==> src/movegen_params.svh <==
`default_nettype none

`ifndef MOVEGEN_PARAMS_SVH
`define MOVEGEN_PARAMS_SVH

// Board geometry
`define BOARD_FILES 8
`define BOARD_RANKS 8
// Bits per square code in the loaded board state
`define SQ_BITS 4
// Knight directions 0..7, then king directions 8..15
`define NUM_DIRS 16

`endif

`default_nettype wire

==> src/column_counter.sv <==
`include "movegen_params.svh"
`default_nettype none

module column_counter (
	input  logic       clk,
	input  logic       arst_n,
	input  logic       clear,
	input  logic       advance,
	output logic [2:0] cur_file,
	output logic       last_file
);

	always_ff @(posedge clk or negedge arst_n) begin
		if (!arst_n) begin
			cur_file <= '0;
		end else if (clear) begin
			cur_file <= '0;
		end else if (advance) begin
			cur_file <= cur_file + 3'd1;
		end
	end

	assign last_file = (cur_file == 3'(`BOARD_FILES - 1));

	// FSM moves to finish instead of stepping off the board
	a_no_wrap: assert property (
		@(posedge clk) disable iff (!arst_n)
		advance |-> !last_file
	);

endmodule

`default_nettype wire

==> config.mk <==
export PLATFORM = sky130hd
export DESIGN_NAME = column_counter
export DESIGN_NICKNAME = d
export VERILOG_FILES = /design/src/column_counter.sv
export VERILOG_INCLUDE_DIRS = /design/src
export SDC_FILE = /design/constraint.sdc
export NUM_CORES = 1
export LEC_CHECK = 0
export BUFFER_PORTS_ARGS = -buffer_cell sky130_fd_sc_hd__buf_2
export CORE_AREA = 2 2 39 41
export DETAILED_ROUTE_END_ITERATION = 10
export DIE_AREA = 0 0 41 43
export GPL_TIMING_DRIVEN = 1
export PLACE_DENSITY = 0.35
export SKIP_CTS_REPAIR_TIMING = 1
export SLEW_MARGIN = 20
export SYNTH_ARGS = -nofsm -noshare
export SYNTH_HDL_FRONTEND = slang
export SYNTH_SLANG_ARGS = --single-unit
==> constraint.sdc <==
create_clock -name clk -period 3 [get_ports clk]
set_input_delay 0.15 -clock clk [delete_from_list [all_inputs] [get_ports clk]]
set_output_delay 0.15 -clock clk [all_outputs]
set_load 0.005 [all_outputs]
==> impl_metrics.tcl <==
set metrics [dict create \
    rr_worst_depth 4 \
    cts_buffer_depth 2 \
    hp-class "in2reg" \
    finalHoldWorstSlack_ns 0.102 \
    rsz0062_at_grt "no" \
    grt_pass1_vias 149 \
    ff2ff_setup_slack_ns 1.82 \
    startpoint "cur_file[0]" \
    wire_per_inst_um 8.23 \
    core_mm2 0.00138 \
    grt_use_total 0.0524 \
    ys.warnings.count 0 \
    wl_um 321 \
    crit_path_start_kind "register" \
    critical_path_required_ns 2.85 \
    clock_sinks 3 \
    num_io_pins 8 \
    drc 0 \
    ir_worst_vdd_mv 0.126 \
    final_cells 39 \
    worstPathArrival_ns 1.13 \
    numCtsBuffers 3 \
    endpoint_kind "primary output" \
    slowest_stage "dfrtp_1" \
    grt_antenna_before_repair 0 \
    grt_pass1_wl_um 538 \
    final_common_cell "buf_2" \
    maxSlewViolCount 0 \
    worst_pin_slew_ns 0.128 \
    fin_crit_sh 0.428 \
    regArea_um2 75.1 \
    synth_seq_cells 3 \
    num-fill-cells 156 \
    crit_top_cell "ha_1" \
    cts_tree "done" \
    chipWidth_um 41 \
    die_h_um 43 \
    status "finished clean" \
    drive_above_1_share 0.435 \
    vias_per_cell 2.97 \
    num-nets-final 30 \
    p_leak_nw 0.132 \
    synthCells 11 \
    initial_core_util 0.101 \
    setup_violations 0 \
    fmax_mhz 779 \
    io_buffers 7 \
    grt_max_degree 4 \
    insertion_delay_ns 0.23 \
    period_needed_ns 1.28 \
    reg_top3 "cur_file (3)" \
    cp_slowest_stage_delay_ns 0.40 \
    fp.dieArea_mm2 0.00176 \
    layout.cells.most_common_list "7 x buf_2, 3 x nor2_1, 3 x clkbuf_4, 3 x dfrtp_1" \
    critPathTopFamily "flip-flops" \
    syn2layout_area_growth_pct 65.2 \
    hp-start "clear" \
    hold_viol 0 \
    ant_nets 0 \
    post-place-cells 34 \
    yosysUniqueCellTypes 5 \
    rr_endpoint "cur_file[2]" \
    cts_max_level 1 \
    ys_seq_area_frac 0.536 \
    drv_cap 0 \
    rows 14 \
    vias 116 \
    top_register "cur_file" \
    p_per_area_mw_per_mm2 570 \
    syn_avg_cell_area_um2 12.7 \
    cts.clk_slew.worst_paths_ns 0.04 \
    path_class "reg2out" \
    hold_depth 2 \
    place.gp.congestion 0.622 \
    slew-limit-headroom 0.912 \
    r2r-start "cur_file[0]" \
    drtIter0Drc 0 \
    cp_cell_sequence "ha_1, ha_1, buf_2" \
    drt-pass1-iter-count 1 \
    critical_path_peak_fanout 3 \
    synth_nets 17 \
    finalClockSkew_ns 0.00243 \
    largest_reg_flops 3 \
    cts_root_buf "clkbuf_4" \
    netlist_area_um2 140 \
    fin_setup_tns_ns 0 \
    hold_end "cur_file[0]" \
    critPathBufInv 1 \
    gr-total-overflow 0 \
    diodes 0 \
    multi_input_area_um2 65.1 \
]
routing by layer:
layer | routed length [µm] | global-route usage | vias to the layer above
li1 | - | - | 60
met1 | 153 | 0.0455 | 48
met2 | 118 | 0.0625 | 8
met3 | 49 | 0.0314 | 0
met4 | 0 | 0.0800 | 0
met5 | 0 | 0 | -
worst register-to-register path: cells and delay by family, from the launching register on:
family        cells  cell delay [ns]
flops             1             0.40
simple gates      1             0.05
fa+ha+maj         2             0.47
mux               1             0.14
kinds of logic (layout without fill, tap and decap cells):
| family | Yosys count | in the layout | synth area share |
|---|---|---|---|
| XOR/XNOR | 1 | 1 | 0.0625 |
| adder cells (fa/ha/maj) | 2 | 2 | 0.179 |
| buffers and inverters | 0 | 12 | 0 |
| flip-flops | 3 | 3 | 0.536 |
| multiplexers | 2 | 2 | 0.143 |
| AND/OR/NAND/NOR | 3 | 3 | 0.0804 |
final cells by class:
type                    instances  share of cell area
well taps                      16              0.0865
clock buffers                   4               0.114
multi-input cells               8               0.281
flip-flops and latches          3               0.324
repair buffers                  8               0.195
worst max path at each step:
| stage | end | slack (ns) | depth (start not counted) |
|---|---|---|---|
| floorplan | cur_file[2] | 1.87 | 4 |
| global placement | cur_file[2] | 1.84 | 4 |
| detailed placement | cur_file[2] | 1.81 | 4 |
| CTS | last_file | 1.70 | 3 |
| global route | last_file | 1.65 | 3 |
| finish | last_file | 1.72 | 3 |
stage by stage:
stage	setup WS (ns)	cell area (µm²)	power, W	utilization
finish	1.72	231	0.000132	0.167
floorplan	1.87	140	0.0000527	-
global placement	1.84	195	0.0000601	0.141
detailed placement	1.81	195	0.0000608	0.141
global route	1.65	231	0.000142	0.167
CTS	1.70	221	0.000135	0.160
cell usage after synthesis (all sizes together):
master	count	area, µm²
dfrtp	3	75.1
nor2	3	11.3
ha	2	25.0
mux2i	2	20.0
xnor2	1	8.76
where the power goes:
group	total, W	internal [W]	switching (W)
sequential	0.0000460	0.0000435	0.00000252
combinational	0.0000147	0.00000816	0.00000654
clock	0.0000713	0.0000499	0.0000214
total	0.000132	0.000102	0.0000305
Note: power is estimated with default switching activity, not from simulation.
