===== config.mk =====
export PLATFORM = sky130hd
export DESIGN_NAME = movegen_fsm
export DESIGN_NICKNAME = d
export VERILOG_FILES = /design/src/movegen_pkg.sv /design/src/movegen_fsm.sv
export VERILOG_INCLUDE_DIRS = /design/src
export SDC_FILE = /design/constraint.sdc
export NUM_CORES = 1
export LEC_CHECK = 0
export ABC_AREA = 1
export BUFFER_PORTS_ARGS = -buffer_cell sky130_fd_sc_hd__buf_2
export CAP_MARGIN = 10
export CORE_AREA = 2 2 39 41
export CTS_BUF_LIST = sky130_fd_sc_hd__clkbuf_16
export DETAILED_ROUTE_END_ITERATION = 8
export DIE_AREA = 0 0 41 43
export SLEW_MARGIN = 25
export SYNTH_ARGS = -nofsm -noshare
export SYNTH_HDL_FRONTEND = slang
export SYNTH_SLANG_ARGS = --single-unit

===== constraint.sdc =====
create_clock -name clk -period 2.1 [get_ports clk]
set_input_delay 0.105 -clock clk [delete_from_list [all_inputs] [get_ports clk]]
set_output_delay 0.105 -clock clk [all_outputs]
set_load 0.05 [all_outputs]

===== src/movegen_params.svh =====
`default_nettype none

`ifndef MOVEGEN_PARAMS_SVH
`define MOVEGEN_PARAMS_SVH

// Board geometry
`define BOARD_FILES 8
`define BOARD_RANKS 8
// Bits per square code in the loaded board state
`define SQ_BITS 4
// Knight directions 0..7, then king directions 8..15
`define NUM_DIRS 16

`endif

`default_nettype wire


===== src/movegen_pkg.sv =====
`include "movegen_params.svh"
`default_nettype none

package movegen_pkg;

	typedef enum logic [2:0] {
		kind_empty  = 3'd0,
		kind_pawn   = 3'd1,
		kind_knight = 3'd2,
		kind_bishop = 3'd3,
		kind_rook   = 3'd4,
		kind_queen  = 3'd5,
		kind_king   = 3'd6
	} kind_t;

	typedef struct packed {
		logic  white;
		kind_t kind;
	} piece_t;

	// An empty piece marks the absence of a token
	typedef struct packed {
		logic [2:0] src_file;
		logic [2:0] src_rank;
		piece_t     piece;
	} token_t;

	typedef struct packed {
		logic [2:0] src_file;
		logic [2:0] src_rank;
		logic [2:0] dst_file;
		logic [2:0] dst_rank;
		piece_t     piece;
	} move_t;

	typedef token_t [`NUM_DIRS-1:0] sq_tokens_t;
	typedef sq_tokens_t [`BOARD_RANKS-1:0] col_tokens_t;

	typedef enum logic [2:0] {s_idle, s_load, s_generate, s_collect, s_finish} gen_state_t;

	// Destination minus source, per direction
	localparam logic signed [2:0] dir_dfile [`NUM_DIRS] = '{
		3'sd1, 3'sd2, 3'sd2, 3'sd1, -3'sd1, -3'sd2, -3'sd2, -3'sd1,
		3'sd0, 3'sd1, 3'sd1, 3'sd1, 3'sd0, -3'sd1, -3'sd1, -3'sd1
	};
	localparam logic signed [2:0] dir_drank [`NUM_DIRS] = '{
		3'sd2, 3'sd1, -3'sd1, -3'sd2, -3'sd2, -3'sd1, 3'sd1, 3'sd2,
		3'sd1, 3'sd1, 3'sd0, -3'sd1, -3'sd1, -3'sd1, 3'sd0, 3'sd1
	};

	localparam logic [`NUM_DIRS-1:0] dir_is_knight = 16'h00ff;

endpackage

`default_nettype wire


===== src/movegen_fsm.sv =====
`include "movegen_params.svh"
`default_nettype none

module movegen_fsm import movegen_pkg::*; (
	input  logic       clk,
	input  logic       arst_n,
	input  logic       start,
	input  logic       col_done,
	input  logic       last_file,
	output gen_state_t state,
	output logic       gen_load,
	output logic       gen_capture,
	output logic       col_report,
	output logic       file_clear,
	output logic       file_advance,
	output logic       done
);

	gen_state_t state_nxt;

	always_comb begin
		state_nxt = state;
		case (state)
			s_idle: begin
				if (start)
					state_nxt = s_load;
			end
			s_load:     state_nxt = s_generate;
			s_generate: state_nxt = s_collect;
			s_collect: begin
				if (col_done && last_file)
					state_nxt = s_finish;
			end
			s_finish:   state_nxt = s_idle;
			default:    state_nxt = s_idle;
		endcase
	end

	always_ff @(posedge clk or negedge arst_n) begin
		if (!arst_n) begin
			state <= s_idle;
		end else begin
			state <= state_nxt;
		end
	end

	assign gen_load    = (state == s_load);
	assign gen_capture = (state == s_generate);
	assign col_report  = (state == s_collect);
	// Counter restarts at file 0 for every board
	assign file_clear  = (state == s_load);
	assign file_advance = (state == s_collect) && col_done && !last_file;
	assign done        = (state == s_finish);

endmodule

`default_nettype wire


==> results of run 1 <==
## routing by layer
metal,global-route usage [%],share of wire (%),vias to the layer above
li1,-,-,104
met1,4.53,39,88
met2,10.3,54,8
met3,1.57,6.7,0
met4,6.00,0,0
met5,0,0,-
## kinds of logic after synthesis
kind of cell    after synthesis  synth area share (%)
compound gates                1                  4.61
buf+inv                       6                  13.8
flops                         3                  39.5
simple gates                 14                  42.1
## worst reg2reg max path: cells and delay by family (launching register included)
family,cells,cell delay (ps)
compound gates,1,60
flops,1,430
simple gates,3,300
## synth_stat cells
cell and count:
dfrtp_1 3, nor2_1 2, o21ai_2 1, nand3_2 1
nand2_1 3, nor3_1 2, nor2_2 1, nand3_1 1
nand2_2 3, nor2_4 1, buf_4 1, inv_1 5
## per-stage QoR
step / hold slack, ps / utilization (%) / worst slack, ps
after global routing: 174 / 25.8 / 699
after CTS: 161 / 25.8 / 750
after floorplan: -191 / - / 112
after global placement: -97.7 / 19.3 / 998
final: 160 / 25.8 / 752
after detailed placement: -96.8 / 19.3 / 980
## area by class of cell
type / count / area share [%]
clock inverter: 1 / 1.05
clock buffer: 3 / 21.1
timing repair buffer: 14 / 21.1
sequential: 3 / 21.1
multi-input combinational: 15 / 24.9
tap: 16 / 5.61
inverter: 5 / 5.26
## cell usage in the layout (no fill, tap or decap)
master,count
clkbuf_16,3
nand3_2,1
dfrtp_1,3
nor2_2,1
dlygate4sd3_1,1
nand2_1,3
nand3_1,1
buf_2,13
inv_1,6
nor2_1,2
nor3_1,2
o21ai_2,1
nor2_4,1
nand2_2,3
## worst max path at each step
stage	from	to	slack, ps	depth (start not counted)
after floorplan	state[2]	done	110	2
after global placement	state[1]	file_advance	1000	5
after detailed placement	state[1]	file_advance	980	5
after CTS	state[1]	file_advance	750	5
after global routing	state[1]	file_advance	700	5
final	state[1]	file_advance	750	5
==> flow_summary.json, run 1 <==
{
  "status": "finished clean",
  "ctsHtreeMaxLevel": 1,
  "wirelength_um": 446,
  "detailed_place_hpwl_um": 382,
  "via_per_inst": 3.51,
  "final_max_slew_viol_count": 0,
  "seq_area_um2": 75.1,
  "min_path_type": "input port to flop",
  "cts_tree": "yes",
  "required_ps": 2000,
  "multi_input_area_um2": 88.8,
  "fin_cells": 57,
  "fill_cells": 154,
  "maxCapViolCount": 0,
  "pin_count": 14,
  "antenna_cells": 0,
  "synth_top_cell_by_area": "dfrtp_1",
  "worst_pin_slew_ps": 250,
  "core_um2": 1380,
  "r2r_start": "state[1]",
  "grtUsageTotal_pct": 5.94,
  "clock_path_buffers": 2,
  "dieArea_um2": 1760,
  "avgRoutedWirePerCell_um": 7.82,
  "syn_area_um2": 190,
  "grt_pass1_vias": 191,
  "clock_sinks": 3,
  "crit_chain": "nand2_2 > nor2_4 > nand2_2 > nor2_2 > buf_2",
  "root_buffer": "clkbuf_16",
  "critical_path_class": "flop to output pin",
  "worst_r2r_endpoint": "state[0]",
  "critPathMaxStageDelay_ps": 430,
  "row_count": 14,
  "ctsResizeCount": 0,
  "initial_core_util_pct": 13.7,
  "drc_errors": 0,
  "synth_top_area_share_pct": 39.5,
  "largest_register": "state",
  "synth.distinct_cells": 12,
  "drt-initial-drc-count": 2,
  "drive_above_1_share_pct": 56.1,
  "crit_top_cell": "nand2_2",
  "grt_overflow_total": 0,
  "min_path_cells": 3,
  "cts_made_buffers": 3,
  "ys_ff_latch": 3,
  "die_h_um": 43,
  "dr.pass1.iters": 2,
  "layout.nets": 47,
  "largest_reg_flops": 3,
  "worstSetupEndpointType": "output pin",
  "worstPathMaxFanout": 6,
  "r2r_cells": 4,
  "synth_area_leaders": "dfrtp_1 39%, inv_1 9.9%, nand2_2 9.9%, nand2_1 5.9%, nor2_4 5.9%",
  "hold_viol_final": 0,
  "clock_latency_ps": 220,
  "critPathSlowestCell": "dfrtp_1",
  "min_delay_worst_endpoint": "state[0]",
  "max_freq_ghz": 0.742,
  "syn_avg_cell_area_um2": 7.92,
  "min_period_over_period_pct": 64.2,
  "design_area_um2": 357,
  "ant_nets": 0,
  "post_cts_buffers": 0,
  "syn_inst": 24,
  "path_delay_family": "flip-flops",
  "setup_tns_ps": 0,
  "final.setup_skew_ps": 0.0461,
  "dpl_cell_area_um2": 268,
  "clk_pin_slew_worst_paths_ps": 30,
  "cts.hold.buffers_added": 1,
  "holdCritStartpoint": "start",
  "reg_top3": "state: 3 flops",
  "period_minus_slack_ps": 1350,
  "die_w_um": 41,
  "placed_cells": 52,
  "max_slew_margin_pct": 83.5,
  "grt_pass1_wl_um": 662,
  "grt_start_max_net_pins": 7,
  "start_kind": "flop",
  "antenna_found_initial": 0,
  "syn_nets": 29,
  "r2r_setup_slack_ps": 1240,
  "setup_viol": 0,
  "gp_congestion": 0.665,
  "worst_ep_arrival_time_ps": 1240,
  "ys_warn_count": 0,
  "dr_total_vias": 200,
  "grt_setup_unrepaired": "false",
  "synthToLayoutAreaGrowth_pct": 87.5,
  "seq_area_frac_synth_pct": 39.5,
  "crit_buf_inv": 1,
  "port_buffers": 13
}
Power of run 1 is not shown: default switching activity piles up to over one toggle a cycle in this logic, so the estimate is an artifact.
==> run 2, diff against run 1 <==
clock period = 1.25 ns   (was 2.1 ns; I/O delays follow)
==> flow_summary.json, run 2 (synthesized netlist as in run 1, its figures left out) <==
{
  "status": "finished clean",
  "avgRoutedWirePerCell_um": 9.11,
  "r2r_start": "state[1]",
  "period_minus_slack_ps": 1230,
  "cp.depth": 4,
  "clock_sinks": 3,
  "setup_viol": 0,
  "antenna_found_initial": 0,
  "maxCapViolCount": 0,
  "synthToLayoutAreaGrowth_pct": 110,
  "port_buffers": 13,
  "met3_usage_pct": 3.14,
  "clock_latency_ps": 230,
  "via_per_inst": 3.61,
  "min_period_over_period_pct": 98.4,
  "cts_made_buffers": 3,
  "cts_tree": "yes",
  "reg_top3": "state: 3 flops",
  "dieArea_um2": 1760,
  "max_slew_margin_pct": 83.2,
  "largest_reg_flops": 3,
  "grt_setup_unrepaired": "true",
  "worst_ep_arrival_time_ps": 1170,
  "utilization_pct": 28.8,
  "grtUsageTotal_pct": 7.14,
  "r2r_setup_slack_ps": 400,
  "die_w_um": 41,
  "holdCritStartpoint": "start",
  "start_kind": "flop",
  "min_delay_worst_endpoint": "state[0]",
  "die_h_um": 43,
  "layout_common_cells": "9 x buf_2, 5 x inv_1",
  "grt_overflow_total": 0,
  "ctsHtreeMaxLevel": 1,
  "min_path_type": "input port to flop",
  "drc_errors": 0,
  "worst_r2r_endpoint": "state[1]",
  "dr.pass1.iters": 2,
  "setup_tns_ps": 0,
  "core_um2": 1380,
  "initial_core_util_pct": 13.7,
  "pin_count": 14,
  "worstSetupEndpointType": "output pin",
  "grt_start_max_net_pins": 7,
  "critPathMaxStageDelay_ps": 430,
  "grt_util_met1_pct": 7.74,
  "root_buffer": "clkbuf_16",
  "wirelength_um": 519,
  "worstPathMaxFanout": 4,
  "hold_viol_final": 0,
  "ant_nets": 0,
  "r2r_cells": 4,
  "globalRoute.busiestLayer": "met4",
  "drt-initial-drc-count": 3,
  "largest_register": "state",
  "worst_pin_slew_ps": 254,
  "crit_buf_inv": 3,
  "required_ps": 1190,
  "dpl_cell_area_um2": 285,
  "layout.cells.most_common": "buf_2",
  "whs_ps": 93.2,
  "min_path_cells": 3,
  "grt_pass1_wl_um": 738,
  "critPathSlowestCell": "dfrtp_2",
  "design_area_um2": 399,
  "row_count": 14,
  "final_max_slew_viol_count": 0,
  "final.setup_skew_ps": 2.18,
  "grt_pass1_vias": 173,
  "dr_total_vias": 206,
  "clk_pin_slew_worst_paths_ps": 30,
  "max_freq_ghz": 0.813,
  "clock_path_buffers": 2,
  "layout.nets": 47,
  "critical_path_class": "flop to output pin",
  "antenna_cells": 0,
  "gp_congestion": 0.688,
  "crit_chain": "inv_1 > nand3_2 > clkinvlp_4 > buf_4",
  "grtUsageMet2_pct": 8.13,
  "path_delay_family": "flip-flops",
  "drive_above_1_share_pct": 73.2
}
[run 2: worst max path at each step]
stage | start | slack, ps | to
2_1_floorplan | state[1] | -160 | file_advance
3_3_place_gp | state[2] | 140 | file_clear
3_5_place_dp | state[2] | 150 | file_clear
4_1_cts | state[1] | 8 | file_advance
5_1_grt | state[2] | -20 | gen_load
6_report | state[2] | 20 | file_clear
[run 2: worst min-delay path, delay by kind of cell]
kind,cells,cell delay (ps)
buf+inv,1,70
simple gates,1,40
compound gates,1,110
[run 2: cell type report]
class / instances / area, µm²
clock buffers: 3 / 75.1
clock inverters: 1 / 3.75
fillers: 143 / 985
inverters: 5 / 22.5
multi-input cells: 15 / 106
flip-flops and latches: 3 / 78.8
well taps: 16 / 20.0
repair buffers: 14 / 92.6
[run 2: per-stage QoR]
stage	worst slack [ps]	cells
floorplan	-165	24
global placement	142	52
detailed placement	149	52
CTS	8.43	57
global route	-22.7	57
finish	19.7	57
[run 2: layer usage]
layer  vias up  wire length (µm)
met5         -                 0
met4         0                21
met3         2                50
met2         9               254
met1        89               193
li1        106                 -
[run 2: what timing repair did]
| action | CTS | global route |
|---|---|---|
| pin swaps | 0 | 0 |
| setup buffers | 0 | 0 |
| resized for setup | 5 | 3 |
| endpoints found under the setup margin | 4 | 4 |
| hold buffers | 1 | 0 |
| hold endpoints to repair | 3 | 0 |
Power of run 2 is left out for the same reason.
==> run 3, diff against run 2 <==
GPL_TIMING_DRIVEN = 0   (was unset)
==> flow_summary.json, run 3 (synthesized netlist as in run 1, its figures left out) <==
{
  "status": "finished clean",
  "final.setup_skew_ps": 0.0499,
  "clock_path_buffers": 2,
  "clk_pin_slew_worst_paths_ps": 30,
  "initial_core_util_pct": 13.7,
  "grt_setup_unrepaired": "true",
  "avgRoutedWirePerCell_um": 8.32,
  "required_ps": 1190,
  "core_um2": 1380,
  "row_count": 14,
  "critPathSlowestCell": "dfrtp_2",
  "cp.depth": 5,
  "die_w_um": 41,
  "cts_made_buffers": 3,
  "worst_ep_arrival_time_ps": 1160,
  "wirelength_um": 491,
  "clock_sinks": 3,
  "drc_errors": 0,
  "hold_viol_final": 0,
  "r2r_setup_slack_ps": 380,
  "whs_ps": 92.8,
  "dr.pass1.iters": 4,
  "holdCritStartpoint": "start",
  "min_delay_worst_endpoint": "state[0]",
  "worstSetupEndpointType": "output pin",
  "die_h_um": 43,
  "ctsHtreeMaxLevel": 1,
  "detailed_place_hpwl_um": 382,
  "setup_viol": 0,
  "worstPathMaxFanout": 6,
  "drive_above_1_share_pct": 79.1,
  "min_path_type": "input port to flop",
  "gp_congestion": 0.742,
  "dr_total_vias": 217,
  "root_buffer": "clkbuf_16",
  "critical_path_class": "flop to output pin",
  "period_minus_slack_ps": 1230,
  "grt_overflow_total": 0,
  "final_max_slew_viol_count": 0,
  "post-place-ws_ps": 48.5,
  "ant_nets": 0,
  "r2r_cells": 4,
  "antenna_cells": 0,
  "dpl_cell_area_um2": 297,
  "via_per_inst": 3.68,
  "clock_latency_ps": 220,
  "crit_chain": "nand2_2 > nor2_4 > nand2_2 > nor2_4 > buf_6",
  "maxCapViolCount": 0,
  "max_slew_margin_pct": 83.4,
  "worst_r2r_endpoint": "state[1]",
  "grtUsageTotal_pct": 7.35,
  "reg_top3": "state: 3 flops",
  "min_path_cells": 3,
  "setup_tns_ps": 0,
  "critPathMaxStageDelay_ps": 430,
  "setup_ws_ps": 23.3,
  "dieArea_um2": 1760,
  "layout.nets": 49,
  "largest_register": "state",
  "design_area_um2": 435,
  "synthToLayoutAreaGrowth_pct": 129,
  "drt-initial-drc-count": 4,
  "layout.cells.most_common": "buf_2",
  "start_kind": "flop",
  "crit_buf_inv": 1,
  "grt_start_max_net_pins": 7,
  "grt_pass1_wl_um": 745,
  "cts_tree": "yes",
  "min_period_over_period_pct": 98.1,
  "path_delay_family": "flip-flops",
  "largest_reg_flops": 3,
  "pin_count": 14,
  "r2r_start": "state[1]",
  "max_freq_ghz": 0.815,
  "port_buffers": 13,
  "worst_pin_slew_ps": 251,
  "grt_pass1_vias": 195,
  "antenna_found_initial": 0
}
run 3: worst reg2reg max path, delay by kind of cell, from the launching register on:
kind | cells | cell delay [ps]
DFF | 1 | 440
and+or+nand+nor | 2 | 130
buffers and inverters | 2 | 230
run 3: worst max-delay path by stage:
stage	start	endpoint	slack (ps)
floorplan	state[1]	file_advance	-160
global placement	state[2]	gen_load	60
detailed placement	state[2]	gen_load	50
CTS	state[0]	file_advance	7
global route	state[0]	file_advance	-30
finish	state[0]	file_advance	20
run 3: cell type report:
| class | count | area [µm²] |
|---|---|---|
| well taps | 16 | 20.0 |
| repair buffers | 15 | 108 |
| clock buffers | 3 | 75.1 |
| multi-input cells | 15 | 114 |
| plain buffers | 1 | 11.3 |
| clock inverters | 1 | 3.75 |
| fillers | 153 | 948 |
| inverters | 5 | 25.0 |
| flip-flops and latches | 3 | 78.8 |
run 3: stage by stage:
stage,utilization [%],instances
2_1_floorplan,-,24
4_1_cts,29.7,58
3_3_place_gp,21.4,53
5_1_grt,31.5,59
6_report,31.5,59
3_5_place_dp,21.4,53
run 3: repair_timing:
item / CTS / global route
buffers inserted: 0 / 1
endpoints found under the hold margin: 3 / 0
pin swaps: 1 / 1
hold buffers: 1 / 0
setup endpoints to repair: 4 / 3
gates resized for setup: 9 / 5
run 3: per-layer routing:
| metal | global-route usage (%) | part of all wire (%) | vias up |
|---|---|---|---|
| li1 | - | - | 109 |
| met1 | 6.82 | 37 | 95 |
| met2 | 8.75 | 48 | 9 |
| met3 | 3.14 | 7.7 | 4 |
| met4 | 12.0 | 6.9 | 0 |
| met5 | 0 | 0 | - |
Power of run 3 is left out for the same reason.
